File: src/hdl/fb_pkg.sv
package fb_pkg;

    // pixel and address widths
    typedef logic [3:0] pixel_t;
    typedef logic [9:0] fb_addr_t;
    typedef logic [7:0] fb_count_t;

    // screen geometry, visible area first
    localparam int H_ACTIVE = 32;
    localparam int V_ACTIVE = 24;
    localparam int H_TOTAL = 40;
    localparam int V_TOTAL = 28;
    localparam int H_SYNC_FIRST = 34;
    localparam int H_SYNC_LAST = 35;
    localparam int V_SYNC_FIRST = 25;
    localparam int V_SYNC_LAST = 26;
    localparam int FB_PIXELS = H_ACTIVE * V_ACTIVE;

    // register map, byte addresses
    localparam logic [15:0] PIX_BASE = 16'h0000;
    localparam logic [15:0] CTRL_ADDR = 16'h1000;
    localparam logic [15:0] STATUS_ADDR = 16'h1004;

    localparam logic [1:0] RESP_OKAY = 2'b00;

    // manager side of the AXI4-Lite bus
    typedef struct packed {
        logic        awvalid;
        logic [15:0] awaddr;
        logic        wvalid;
        logic [31:0] wdata;
        logic [3:0]  wstrb;
        logic        bready;
        logic        arvalid;
        logic [15:0] araddr;
        logic        rready;
    } axil_req_t;

    // subordinate side
    typedef struct packed {
        logic        awready;
        logic        wready;
        logic        bvalid;
        logic [1:0]  bresp;
        logic        arready;
        logic        rvalid;
        logic [31:0] rdata;
        logic [1:0]  rresp;
    } axil_rsp_t;

    typedef enum logic [1:0] {
        fill_idle,
        fill_armed,
        fill_busy
    } fill_state_t;

endpackage

File: src/hdl/axil_fb_slave.sv
`timescale 1ns/10ps

module axil_fb_slave
    import fb_pkg::*;
(
    input  logic      clock,
    input  logic      rst,
    input  axil_req_t req,
    output axil_rsp_t rsp,
    // host side of the frame buffer
    output logic      pix_we,
    output fb_addr_t  pix_waddr,
    output pixel_t    pix_wdata,
    output fb_addr_t  pix_raddr,
    input  pixel_t    pix_rdata,
    // status inputs
    input  logic      front_sel,
    input  logic      fill_active,
    input  logic      vsync,
    // fill command
    output logic      fill_start,
    output pixel_t    fill_color
);

    logic        wr_accept;
    logic        bvalid_q;
    logic        ar_accept;
    logic        rd_pending;
    logic        addr_phase;
    logic        rvalid_q;
    logic        first_beat;
    logic [15:0] rd_addr_q;
    logic [31:0] live_rdata;
    logic [31:0] rdata_hold;
    logic        vsync_q;
    fb_count_t   frame_cnt;

    // word aligned and inside the pixel window
    function automatic logic pix_hit(input logic [15:0] addr);
        logic [15:0] offs;
        offs = addr - PIX_BASE;
        return (offs[1:0] == 2'b00) && (offs[15:2] < 14'(FB_PIXELS));
    endfunction

    function automatic fb_addr_t pix_index(input logic [15:0] addr);
        logic [15:0] offs;
        offs = addr - PIX_BASE;
        return offs[11:2];
    endfunction

    // address and data must arrive together, no back-to-back while a
    // response or a fill is outstanding
    assign wr_accept = req.awvalid && req.wvalid && !bvalid_q && !fill_active;

    assign pix_we = wr_accept && req.wstrb[0] && pix_hit(req.awaddr);
    assign pix_waddr = pix_index(req.awaddr);
    assign pix_wdata = req.wdata[3:0];
    assign fill_start = wr_accept && req.wstrb[0] && (req.awaddr == CTRL_ADDR);
    assign fill_color = req.wdata[3:0];

    always_ff @(posedge clock) begin
        if (rst) begin
            bvalid_q <= 1'b0;
        end else if (wr_accept) begin
            bvalid_q <= 1'b1;
        end else if (req.bready) begin
            bvalid_q <= 1'b0;
        end
    end

    // read path: accept, address to the bank, then data
    assign ar_accept = req.arvalid && !rd_pending;

    always_ff @(posedge clock) begin
        if (rst) begin
            rd_pending <= 1'b0;
            addr_phase <= 1'b0;
            rvalid_q <= 1'b0;
            first_beat <= 1'b0;
        end else begin
            addr_phase <= ar_accept;
            first_beat <= addr_phase;
            if (ar_accept) begin
                rd_pending <= 1'b1;
            end else if (rvalid_q && req.rready) begin
                rd_pending <= 1'b0;
            end
            if (addr_phase) begin
                rvalid_q <= 1'b1;
            end else if (req.rready) begin
                rvalid_q <= 1'b0;
            end
        end
    end

    always_ff @(posedge clock) begin
        if (ar_accept) begin
            rd_addr_q <= req.araddr;
        end
        // keeps rdata stable while the manager stalls
        if (first_beat) begin
            rdata_hold <= live_rdata;
        end
    end

    assign pix_raddr = pix_index(rd_addr_q);

    always_comb begin
        live_rdata = '0;
        if (pix_hit(rd_addr_q)) begin
            live_rdata[3:0] = pix_rdata;
        end else if (rd_addr_q == STATUS_ADDR) begin
            live_rdata[0] = front_sel;
            live_rdata[1] = fill_active;
            live_rdata[15:8] = frame_cnt;
        end
    end

    // frames counted on vsync fall
    always_ff @(posedge clock) begin
        if (rst) begin
            vsync_q <= 1'b0;
            frame_cnt <= '0;
        end else begin
            vsync_q <= vsync;
            if (vsync_q && !vsync) begin
                frame_cnt <= frame_cnt + fb_count_t'(1);
            end
        end
    end

    always_comb begin
        rsp = '0;
        rsp.awready = wr_accept;
        rsp.wready = wr_accept;
        rsp.bvalid = bvalid_q;
        rsp.bresp = RESP_OKAY;
        rsp.arready = !rd_pending;
        rsp.rvalid = rvalid_q;
        rsp.rdata = first_beat ? live_rdata : rdata_hold;
        rsp.rresp = RESP_OKAY;
    end

endmodule

File: config.mk
export PLATFORM = sky130hd
export DESIGN_NAME = axil_fb_slave
export DESIGN_NICKNAME = d
export VERILOG_FILES = /design/src/hdl/fb_pkg.sv /design/src/hdl/axil_fb_slave.sv
export SDC_FILE = /design/constraint.sdc
export NUM_CORES = 1
export LEC_CHECK = 0
export CORE_ASPECT_RATIO = 1.25
export CORE_MARGIN = 4
export CORE_UTILIZATION = 40
export CTS_BUF_LIST = sky130_fd_sc_hd__clkbuf_8
export DETAILED_ROUTE_END_ITERATION = 8
export DONT_BUFFER_PORTS = 1
export PLACE_DENSITY = 0.59
export SLEW_MARGIN = 20
export SYNTH_ARGS = -nofsm -noshare
export SYNTH_HDL_FRONTEND = slang
export SYNTH_SLANG_ARGS = --single-unit
export TNS_END_PERCENT = 5
File: constraint.sdc
create_clock -name clock -period 2.2 [get_ports clock]
set_clock_uncertainty 0.05 [all_clocks]
set_input_delay 0.33 -clock clock [delete_from_list [all_inputs] [get_ports clock]]
set_output_delay 0.33 -clock clock [all_outputs]
set_load 0.01 [all_outputs]
==> flow_metrics.py, run 1 <==
metrics = {
    "outcome": {
        "run_status": "finished with violations",
        "violated_checks": "setup timing",
    },
    "clock_network": {
        "numCtsBuffers": 9,
        "cts.root.buffer_cell": "sky130_fd_sc_hd__clkbuf_8",
        "cts-htree-levels": 3,
        "cts_max_path_buffers": 2,
        "cts_tree": "yes",
        "clock_insertion_delay_worst_skew_ns": 0.33,
        "cts_sinks": 62,
        "clock_pin_slew_on_the_worst_setup_and_hold_paths_ns": 0.06,
    },
    "global_route": {
        "grt_remaining_overflow": 0,
        "grt.total_usage_pct": 13.47,
        "initial_antenna_violation_count": 0,
        "grt_pass1_wl_mm": 7.155,
        "grt_start_max_net_pins": 23,
        "grt_pass1_vias": 1400,
    },
    "logic_synthesis": {
        "post_synth_inst_count": 196,
        "synth_largest_area_cell": "sky130_fd_sc_hd__dfxtp_1",
        "async_set_or_reset_register_ratio_after_synthesis_pct": 0,
        "flip_flop_cell_with_the_highest_count_after_synthesis": "sky130_fd_sc_hd__dfxtp_1",
        "post-synth-top-area-fraction_pct": 39.87,
        "count_of_distinct_cell_types_in_the_synthesized_netlist": 30,
        "netlist_top_cells_area": "sky130_fd_sc_hd__dfxtp_1 (40%), sky130_fd_sc_hd__edfxtp_1 (21%), sky130_fd_sc_hd__buf_4 (12%)",
        "post_synth_instance_area_sq_um": 2310,
        "ys_seq_area_share_pct": 60.67,
        "postSynthRegisterBits": 62,
        "synth.yosys.warnings": 0,
        "syn-mean-instance-area_sq_um": 11.78,
        "synth-edff-count": 16,
    },
    "timing": {
        "setup-violations-final": 12,
        "final.hold.worst_slack_ns": 0.02154,
        "timing.max_slew.rel_slack_pct": 61.15,
        "post-route-min-period_ns": 2.460,
        "rsz0062_at_grt": "true",
        "fmaxAchievable_mhz": 406.4,
        "worst_slack_ns": -0.2604,
        "final_max_slew_viols": 0,
        "totalNegativeSetupSlack_ns": -2.304,
        "report.final.hold_viol_count": 0,
        "layout_worst_path_cycle_share_pct": 111.8,
        "worst-slew-pin-transition_ns": 0.5815,
    },
    "drt": {
        "drt-pass1-iter-count": 4,
        "drt_wl_total_mm": 4.529,
        "drt_iter0_drc": 28,
        "route.detailed.wl_per_inst_microns": 18.41,
        "detailroute.via_count": 1252,
        "detail_route.drc_violations": 0,
        "via_density": 5.089,
        "ant_nets": 0,
    },
    "floorplanning": {
        "core_sq_um": 5518,
        "design.die.area_sq_um": 7062,
        "initial_core_util_pct": 41.86,
        "die-height_microns": 92.96,
        "top_level_ports": 153,
        "placement_rows": 30,
        "fp.dieW_microns": 75.97,
    },
    "final_layout": {
        "num-nets-final": 260,
        "fillCellCount": 510,
        "diodes": 0,
        "post_route_cells_drive_above_1_share_pct": 16.48,
        "area_used_by_sequential_logic_in_the_layout_sq_um": 1401,
        "multi_input_area_sq_um": 685.7,
        "syn_to_final_growth_pct": 5.255,
    },
    "min_path": {
        "holdPathStages": 1,
        "worstHoldPathType": "input port to flip-flop",
    },
    "worst_setup_path": {
        "critPathCaptureType": "output port",
        "timing.critical_path.cells": "or4_1, or3_4, a211oi_4, a221o_1",
        "critPathBufInv": 0,
        "worstRegToRegCells": 4,
        "cp.depth": 4,
        "slowest_stage": "sky130_fd_sc_hd__or4_1",
        "highest_cell_delay_on_the_worst_timing_path_ns": 0.52,
        "worstSetupPathType": "flip-flop to output port",
        "critPathMaxFanout": 4,
        "critical_path_arrival_ns": 2.08,
        "cp_data_required_time_ns": 1.82,
        "start_kind": "flip-flop",
        "critical-path-top-delay-family": "simple AND/OR/NAND/NOR gates",
    },
    "pwr": {
        "seqPwrFrac_pct": 57.9,
        "comb_power_share_pct": 2.3,
        "cellPowerDensity_nw_per_um2": 867.1,
        "cellInternalPower_mw": 1.667,
        "switching_share_pct": 20.91,
        "power.ir.vdd_worst_mv": 0.5790,
        "p_leak_nw": 0.9606,
        "switching_power_uw": 440.8,
        "clock_power_share_pct": 39.8,
    },
    "place": {
        "portBuffers": 0,
        "place_congestion": 0.7072,
        "dpl.hpwl_mm": 3.323,
    },
    "run": {
        "maxCapViolCount": 0,
    },
}
metal layers:
metal / routed length, microns / GRT usage (%) / vias to the layer above
li1: - / - / 589
met1: 1566 / 13.14 / 538
met2: 2212 / 21.86 / 103
met3: 507 / 5.253 / 22
met4: 244 / 12.02 / 0
met5: 0 / 0 / -
power by group through the flow:
stage               Combinational (mW)  Clock, mW  Sequential (mW)
floorplan                       0.0982          0             1.23
global placement                0.0423          0             1.24
detailed placement              0.0445          0             1.25
CTS                             0.0476      0.876             1.22
global route                    0.0553      0.933             1.22
finish                          0.0482      0.840             1.22
timing repair:
item	4_1_cts	5_1_grt
gates resized for setup	8	0
endpoints found under the hold margin	2	1
setup endpoints to repair	12	12
pin swaps	4	2
buffers inserted	2	0
hold buffers	1	1
synth_stat cells (all sizes together), types with 3 or more instances:
| cell type | count |
|---|---|
| nor2 | 14 |
| nor2b | 27 |
| nand2 | 3 |
| nor4 | 3 |
| buf | 36 |
| edfxtp | 16 |
| inv | 4 |
| nand4 | 5 |
| a22o | 10 |
| dfxtp | 46 |
| clkbuf | 5 |
| xor2 | 6 |
per-stage QoR:
step,setup WS [ns],utilization [%],cell area (sq um),power [mW],instances
4_1_cts,-0.3075,43.88,2421,2.144,245
5_1_grt,-0.3787,44.06,2431,2.210,246
3_3_place_gp,0.008145,38.82,2142,1.287,226
2_1_floorplan,0.1848,-,2321,1.332,199
6_report,-0.2604,44.06,2431,2.108,246
3_5_place_dp,-0.007370,38.82,2142,1.290,226
cell usage in the layout (no fill, tap or decap), drive strengths merged:
cell type	n
dfxtp	46
nor2b	27
edfxtp	16
nor2	14
clkbuf	11
a22o	10
inv	8
xor2	6
buf	6
nand4	5
conb	4
nand2	3
nor4	3
nor3	2
nor4b	2
a221o	2
a21oi	2
and3	2
dlygate4sd3	2
a211oi	2
or4	1
or3	1
nand4b	1
nand3	1
mux2i	1
xnor2	1
a311oi	1
ha	1
clkinv	1
worst reg2reg max path: stages (launching register included):
cell and delay (ns):
sky130_fd_sc_hd__edfxtp_1 0.35, sky130_fd_sc_hd__or4_1 0.52, sky130_fd_sc_hd__or3_4 0.38, sky130_fd_sc_hd__a211oi_4 0.23, sky130_fd_sc_hd__a221o_1 0.27
registers in the layout, summed over array words and instances, names as in the netlist:
name and cells:
rd_pending 1, frame_cnt 8, first_beat 1, rd_addr_q 16
rdata_hold 32, bvalid_q 1, vsync_q 1, addr_phase 1
rvalid_q 1
worst paths after layout:
| path | start | endpoint | slack (ns) |
|---|---|---|---|
| max reg2reg | rd_addr_q[0] | rdata_hold[0] | 0.32 |
| min reg2reg | addr_phase | first_beat | 0.42 |
| min | rst | bvalid_q | 0.02 |
| max | rd_addr_q[0] | rsp[2] | -0.26 |
kinds of logic (layout without fill, tap and decap cells):
kind of cell / count (synthesis) / in the layout / share of synthesized area (%)
multiplexers: 1 / 1 / 0.4334
buffers and inverters: 45 / 28 / 13.16
AND/OR/NAND/NOR: 62 / 62 / 15.71
flip-flops: 62 / 62 / 60.67
adder cells (fa/ha/maj): 1 / 1 / 0.5416
other: 1 / 4 / 0.1624
AO/OA/AOI/OAI: 17 / 17 / 6.663
XOR/XNOR: 7 / 7 / 2.654
area by class of cell:
| class | instances | share of cell area [%] |
|---|---|---|
| sequential | 62 | 57.64 |
| tap | 64 | 3.294 |
| clock buffer | 11 | 6.227 |
| clock inverter | 5 | 0.8235 |
| multi-input combinational | 92 | 28.20 |
| timing repair buffer | 8 | 3.191 |
| inverter | 4 | 0.6176 |
Note: power is estimated with default switching activity, not from simulation.
==> run 2, diff against run 1 <==
--- a/config.mk
+++ b/config.mk
@@ -5,6 +5,7 @@
 export SDC_FILE = /design/constraint.sdc
 export NUM_CORES = 1
 export LEC_CHECK = 0
+export CAP_MARGIN = 30
 export CORE_ASPECT_RATIO = 1.25
 export CORE_MARGIN = 4
 export CORE_UTILIZATION = 40
==> constraint.sdc (replaced) <==
create_clock -name clock -period 2.2 [get_ports clock]
set_clock_uncertainty 0.05 [all_clocks]
set_input_delay 0.11 -clock clock [delete_from_list [all_inputs] [get_ports clock]]
set_output_delay 0.11 -clock clock [all_outputs]
set_load 0.01 [all_outputs]
==> run 2 against run 1 <==
Net effect:
- the run still ends with setup timing left
- clock-buffer cell count decreased by 1
- hold slack improved by 0.074 ns
- sequential power about the same
- via count increased by 8.9%
- global-route usage increased by 0.43 points
- critical path type unchanged
==> flow_metrics.py, run 2 (synthesis results as in run 1) <==
metrics = {
    "global_route": {
        "grt_pass1_wl_mm": 7.486,
        "grt_pass1_vias": 1544,
        "initial_antenna_violation_count": 0,
        "grt_start_max_net_pins": 23,
        "grt_remaining_overflow": 0,
        "grt.total_usage_pct": 13.91,
    },
    "timing": {
        "rsz0062_at_grt": "true",
        "worst-slew-pin-transition_ns": 0.5930,
        "worst_slack_ns": -0.03245,
        "layout_worst_path_cycle_share_pct": 101.5,
        "timing.max_slew.rel_slack_pct": 60.38,
        "final.hold.worst_slack_ns": 0.09513,
        "post-route-min-period_ns": 2.232,
        "fmaxAchievable_mhz": 447.9,
        "final_max_slew_viols": 0,
        "totalNegativeSetupSlack_ns": -0.09219,
        "setup-violations-final": 4,
        "report.final.hold_viol_count": 0,
    },
    "worst_setup_path": {
        "cp_data_required_time_ns": 2.04,
        "worstSetupPathType": "flip-flop to output port",
        "critPathMaxFanout": 4,
        "start_kind": "flip-flop",
        "r2r_slack_ns": 0.32,
        "critPathCaptureType": "output port",
        "critical_path_arrival_ns": 2.07,
    },
    "drt": {
        "drt-pass1-iter-count": 3,
        "drt_iter0_drc": 23,
        "ant_nets": 0,
        "route.detailed.wl_per_inst_microns": 17.37,
        "via_density": 5.033,
        "detailroute.via_count": 1364,
        "detail_route.drc_violations": 0,
        "drt_wl_total_mm": 4.708,
    },
    "clock_network": {
        "cts_sinks": 62,
        "cts-htree-levels": 3,
        "cts_tree": "yes",
        "numCtsBuffers": 9,
        "cts.root.buffer_cell": "sky130_fd_sc_hd__clkbuf_8",
        "cts_max_path_buffers": 2,
        "clock_pin_slew_on_the_worst_setup_and_hold_paths_ns": 0.06,
        "clock_insertion_delay_worst_skew_ns": 0.33,
    },
    "final_layout": {
        "layoutNonFillerInstCount": 271,
        "largest-register": "rdata_hold",
        "layout_commonest_cell": "sky130_fd_sc_hd__dfxtp_1",
        "diodes": 0,
        "layout_common_cells": "sky130_fd_sc_hd__dfxtp_1 (46), sky130_fd_sc_hd__nor2b_1 (27), sky130_fd_sc_hd__dlygate4sd3_1 (27), sky130_fd_sc_hd__edfxtp_1 (16), sky130_fd_sc_hd__nor2_1 (13)",
        "post_route_cells_drive_above_1_share_pct": 15.46,
        "largest_register_ff_count": 32,
        "num-nets-final": 285,
        "reg.largest.list": "rdata_hold: 32 flops, rd_addr_q: 16 flops, frame_cnt: 8 flops",
        "syn_to_final_growth_pct": 17.98,
    },
    "place": {
        "portBuffers": 0,
        "placed_cells": 226,
        "detailedPlace.worstSlack_ns": 0.2329,
        "place_congestion": 0.7066,
        "dpl.hpwl_mm": 3.313,
    },
    "floorplanning": {
        "core_sq_um": 5518,
        "placement_rows": 30,
        "die-height_microns": 92.96,
        "fp.dieW_microns": 75.97,
        "top_level_ports": 153,
        "initial_core_util_pct": 41.86,
        "design.die.area_sq_um": 7062,
    },
    "min_path": {
        "worstHoldPathType": "input port to flip-flop",
    },
    "pwr": {
        "cellPowerDensity_nw_per_um2": 869.4,
        "p_leak_nw": 1.079,
        "power.ir.vdd_worst_mv": 0.5430,
        "finalPower_mw": 2.369,
    },
    "outcome": {
        "run_status": "finished with violations",
        "violated_checks": "setup timing",
    },
    "run": {
        "maxCapViolCount": 0,
    },
}
==> run 2: cell types whose count changed in the layout (fill, tap and decap cells not counted), sizes merged <==
| cell | before | now |
|---|---|---|
| bufinv | 0 | 2 |
| dlygate4sd3 | 2 | 27 |
| clkbuf | 11 | 10 |
| clkinv | 1 | 2 |
| inv | 8 | 6 |
==> run 2: final cells by class <==
| type | count | area (sq um) |
|---|---|---|
| fillers | 496 | 2793 |
| flip-flops and latches | 62 | 1401 |
| multi-input cells | 92 | 685.7 |
| repair buffers | 33 | 327.8 |
| clock buffers | 10 | 137.6 |
| well taps | 64 | 80.08 |
| clock inverters | 6 | 77.57 |
| inverters | 4 | 15.01 |
==> run 2: report_power, final <==
part / internal (mW) / switching, mW
clock network: 0.656 / 0.405
registers: 1.20 / 0.0221
logic: 0.0466 / 0.0413
==> run 2: path summary, 6_finish.rpt <==
| path | from | end | depth (start not counted) |
|---|---|---|---|
| max | rd_addr_q[0] | rsp[2] | 4 |
| min reg2reg | addr_phase | first_beat | 1 |
| min | vsync | frame_cnt[0] | 3 |
| max reg2reg | rd_addr_q[0] | rdata_hold[0] | 4 |
==> run 2: what timing repair did <==
item                       CTS  global route
hold buffers                27             0
setup endpoints to repair   12            12
hold endpoints to repair    34             0
pin swaps                    4             0
resized for setup            8             0
buffers inserted             2             0
==> run 2: layer usage <==
layer / track usage [%] / routed length, microns
met1: 13.44 / 1671
met2: 23.86 / 2398
met3: 6.518 / 512
met4: 8.309 / 126
met5: 0 / 0
==> run 2: critical path, stage by stage (launching register included) <==
cell and delay, ns:
sky130_fd_sc_hd__edfxtp_1 0.35, sky130_fd_sc_hd__or4_1 0.52, sky130_fd_sc_hd__or3_4 0.38, sky130_fd_sc_hd__a211oi_4 0.24
sky130_fd_sc_hd__a221o_1 0.26
==> run 2: metrics by stage <==
| stage | util (%) | instance area (sq um) |
|---|---|---|
| global placement | 38.82 | 2142 |
| finish | 49.39 | 2725 |
| CTS | 49.39 | 2725 |
| floorplan | - | 2321 |
| global route | 49.39 | 2725 |
| detailed placement | 38.82 | 2142 |
==> run 3, diff against run 2 <==
--- a/config.mk
+++ b/config.mk
@@ -12,7 +12,7 @@
 export CTS_BUF_LIST = sky130_fd_sc_hd__clkbuf_8
 export DETAILED_ROUTE_END_ITERATION = 8
 export DONT_BUFFER_PORTS = 1
-export PLACE_DENSITY = 0.59
+export PLACE_DENSITY_LB_ADDON = 0.2
 export SLEW_MARGIN = 20
 export SYNTH_ARGS = -nofsm -noshare
 export SYNTH_HDL_FRONTEND = slang
==> constraint.sdc (replaced) <==
create_clock -name clock -period 2.2 [get_ports clock]
set_clock_uncertainty 0.05 [all_clocks]
set_input_delay 0.33 -clock clock [delete_from_list [all_inputs] [get_ports clock]]
set_output_delay 0.33 -clock clock [all_outputs]
set_load 0.01 [all_outputs]
==> run 3 against run 2 <==
Net effect:
- critical path depth unchanged
- non-clock buffer count down 25
- the run still ends with setup timing left
- cell count down 9.2%
- first-iteration DRC count up 74%
- total power down 8.0%
- combinational power down 40%
- fmax down 9.2%
- via count down 6.6%
- sequential share of layout area up 5.9 points
- critical endpoint unchanged
- clock power down 14%
- critical path type unchanged
- final area down 10%
==> flow_metrics.py, run 3 (synthesis results as in run 1) <==
metrics = {
    "outcome": {
        "run_status": "finished with violations",
        "violated_checks": "setup timing",
    },
    "place": {
        "dpl-instance-area_sq_um": 2142,
        "place_congestion": 0.7104,
        "placed_cells": 226,
        "detailedPlace.worstSlack_ns": 0.008532,
        "dpl.hpwl_mm": 3.296,
        "portBuffers": 0,
    },
    "timing": {
        "post-route-min-period_ns": 2.460,
        "report.final.hold_viol_count": 0,
        "worst-slew-pin-transition_ns": 0.5618,
        "timing.max_slew.rel_slack_pct": 62.47,
        "totalNegativeSetupSlack_ns": -2.199,
        "final_max_slew_viols": 0,
        "rsz0062_at_grt": "true",
        "layout_worst_path_cycle_share_pct": 111.8,
        "fmaxAchievable_mhz": 406.5,
        "setup-violations-final": 12,
        "worst_slack_ns": -0.2598,
    },
    "clock_network": {
        "cts-htree-levels": 3,
        "clock_pin_slew_on_the_worst_setup_and_hold_paths_ns": 0.06,
        "cts_max_path_buffers": 2,
        "numCtsBuffers": 9,
        "cts_sinks": 62,
        "cts.root.buffer_cell": "sky130_fd_sc_hd__clkbuf_8",
        "clock_insertion_delay_worst_skew_ns": 0.33,
        "cts_tree": "yes",
    },
    "global_route": {
        "grt_start_max_net_pins": 23,
        "grt_pass1_vias": 1445,
        "grt_pass1_wl_mm": 7.155,
        "grt.total_usage_pct": 13.19,
        "grt_remaining_overflow": 0,
        "initial_antenna_violation_count": 0,
    },
    "pwr": {
        "seqPwrFrac_pct": 55.9,
        "comb_power_share_pct": 2.4,
        "p_leak_nw": 0.9517,
        "clock_power_share_pct": 41.7,
        "cellInternalPower_mw": 1.721,
        "switching_power_uw": 459.7,
        "finalPower_mw": 2.181,
        "switching_share_pct": 21.08,
        "cellPowerDensity_nw_per_um2": 892.4,
        "power.ir.vdd_worst_mv": 0.4370,
    },
    "final_layout": {
        "num-nets-final": 260,
        "largest_register_ff_count": 32,
        "reg.largest.list": "rdata_hold: 32 flops, rd_addr_q: 16 flops, frame_cnt: 8 flops",
        "post_route_cells_drive_above_1_share_pct": 15.93,
        "layoutNonFillerInstCount": 246,
        "diodes": 0,
        "syn_to_final_growth_pct": 5.796,
        "largest-register": "rdata_hold",
        "layout_common_cells": "sky130_fd_sc_hd__dfxtp_1 (46), sky130_fd_sc_hd__nor2b_1 (27), sky130_fd_sc_hd__edfxtp_1 (16), sky130_fd_sc_hd__nor2_1 (13), sky130_fd_sc_hd__clkbuf_8 (9)",
        "layout_commonest_cell": "sky130_fd_sc_hd__dfxtp_1",
        "layout.cell_area.non_filler_sq_um": 2444,
    },
    "worst_setup_path": {
        "critPathCaptureType": "output port",
        "worstSetupPathType": "flip-flop to output port",
        "critPathMaxFanout": 4,
        "cp_data_required_time_ns": 1.82,
        "slowest_stage": "sky130_fd_sc_hd__or4_1",
        "highest_cell_delay_on_the_worst_timing_path_ns": 0.52,
        "start_kind": "flip-flop",
        "timing.critical_path.cells": "or4_1, or3_4, a211oi_4, a221o_1",
        "critical_path_arrival_ns": 2.08,
    },
    "run": {
        "maxCapViolCount": 0,
    },
    "drt": {
        "detailroute.via_count": 1274,
        "route.detailed.wl_per_inst_microns": 18.41,
        "drt_wl_total_mm": 4.529,
        "via_density": 5.179,
        "ant_nets": 0,
        "detail_route.drc_violations": 0,
        "drt_iter0_drc": 40,
        "drt-pass1-iter-count": 4,
    },
    "min_path": {
        "worstHoldPathType": "input port to flip-flop",
    },
    "floorplanning": {
        "design.die.area_sq_um": 7062,
        "core_sq_um": 5518,
        "top_level_ports": 153,
        "initial_core_util_pct": 41.86,
        "die-height_microns": 92.96,
        "fp.dieW_microns": 75.97,
        "placement_rows": 30,
    },
}
run 3: through the flow:
stage	utilization, %	hold WS (ns)
2_1_floorplan	-	0.3516
3_3_place_gp	38.82	0.3543
3_5_place_dp	38.82	0.3550
4_1_cts	44.10	0.001171
5_1_grt	44.29	0.004651
6_report	44.29	0.02297
run 3: layout make-up:
class | count | area [sq um]
Multi-Input combinational cell | 92 | 685.7
Clock inverter | 7 | 57.56
Timing Repair Buffer | 8 | 80.08
Sequential cell | 62 | 1401
Tap cell | 64 | 80.08
Clock buffer | 9 | 123.9
Fill cell | 515 | 3074
Inverter | 4 | 15.01
run 3: routing by layer:
layer	track usage, %	wire length (microns)	part of all wire, %
met2	21.64	2264	50
met1	12.97	1555	34
met4	7.864	144	3.2
met5	0	0	0
met3	7.198	564	12
run 3: final timing paths:
| kind | start | endpoint | depth (start not counted) | slack, ns |
|---|---|---|---|---|
| worst max register to register | rd_addr_q[0] | rdata_hold[0] | 4 | 0.31 |
| worst min-delay path | rst | frame_cnt[2] | 1 | 0.02 |
| worst max-delay path | rd_addr_q[0] | rsp[2] | 4 | -0.26 |
| worst min register to register | addr_phase | first_beat | 1 | 0.41 |
run 3: power by group through the flow:
stage	clock (mW)	sequential [mW]	combinational (mW)
6_report	0.909	1.22	0.0525
5_1_grt	1.01	1.22	0.0597
4_1_cts	0.942	1.22	0.0506
3_5_place_dp	0	1.25	0.0449
3_3_place_gp	0	1.24	0.0428
2_1_floorplan	0	1.23	0.0982
run 3: critical path: cells and delay by family (launching register included):
kind,cells,cell delay [ns]
AND/OR/NAND/NOR,2,0.90
flip-flops,1,0.35
AO/OA/AOI/OAI,2,0.51
run 3: what timing repair did:
item                                   4_1_cts  5_1_grt
hold buffers                                 2        1
setup buffers                                1        0
pin swaps                                    4        1
endpoints found under the hold margin        5        6
setup endpoints to repair                   12       12
gates resized for setup                      8        0
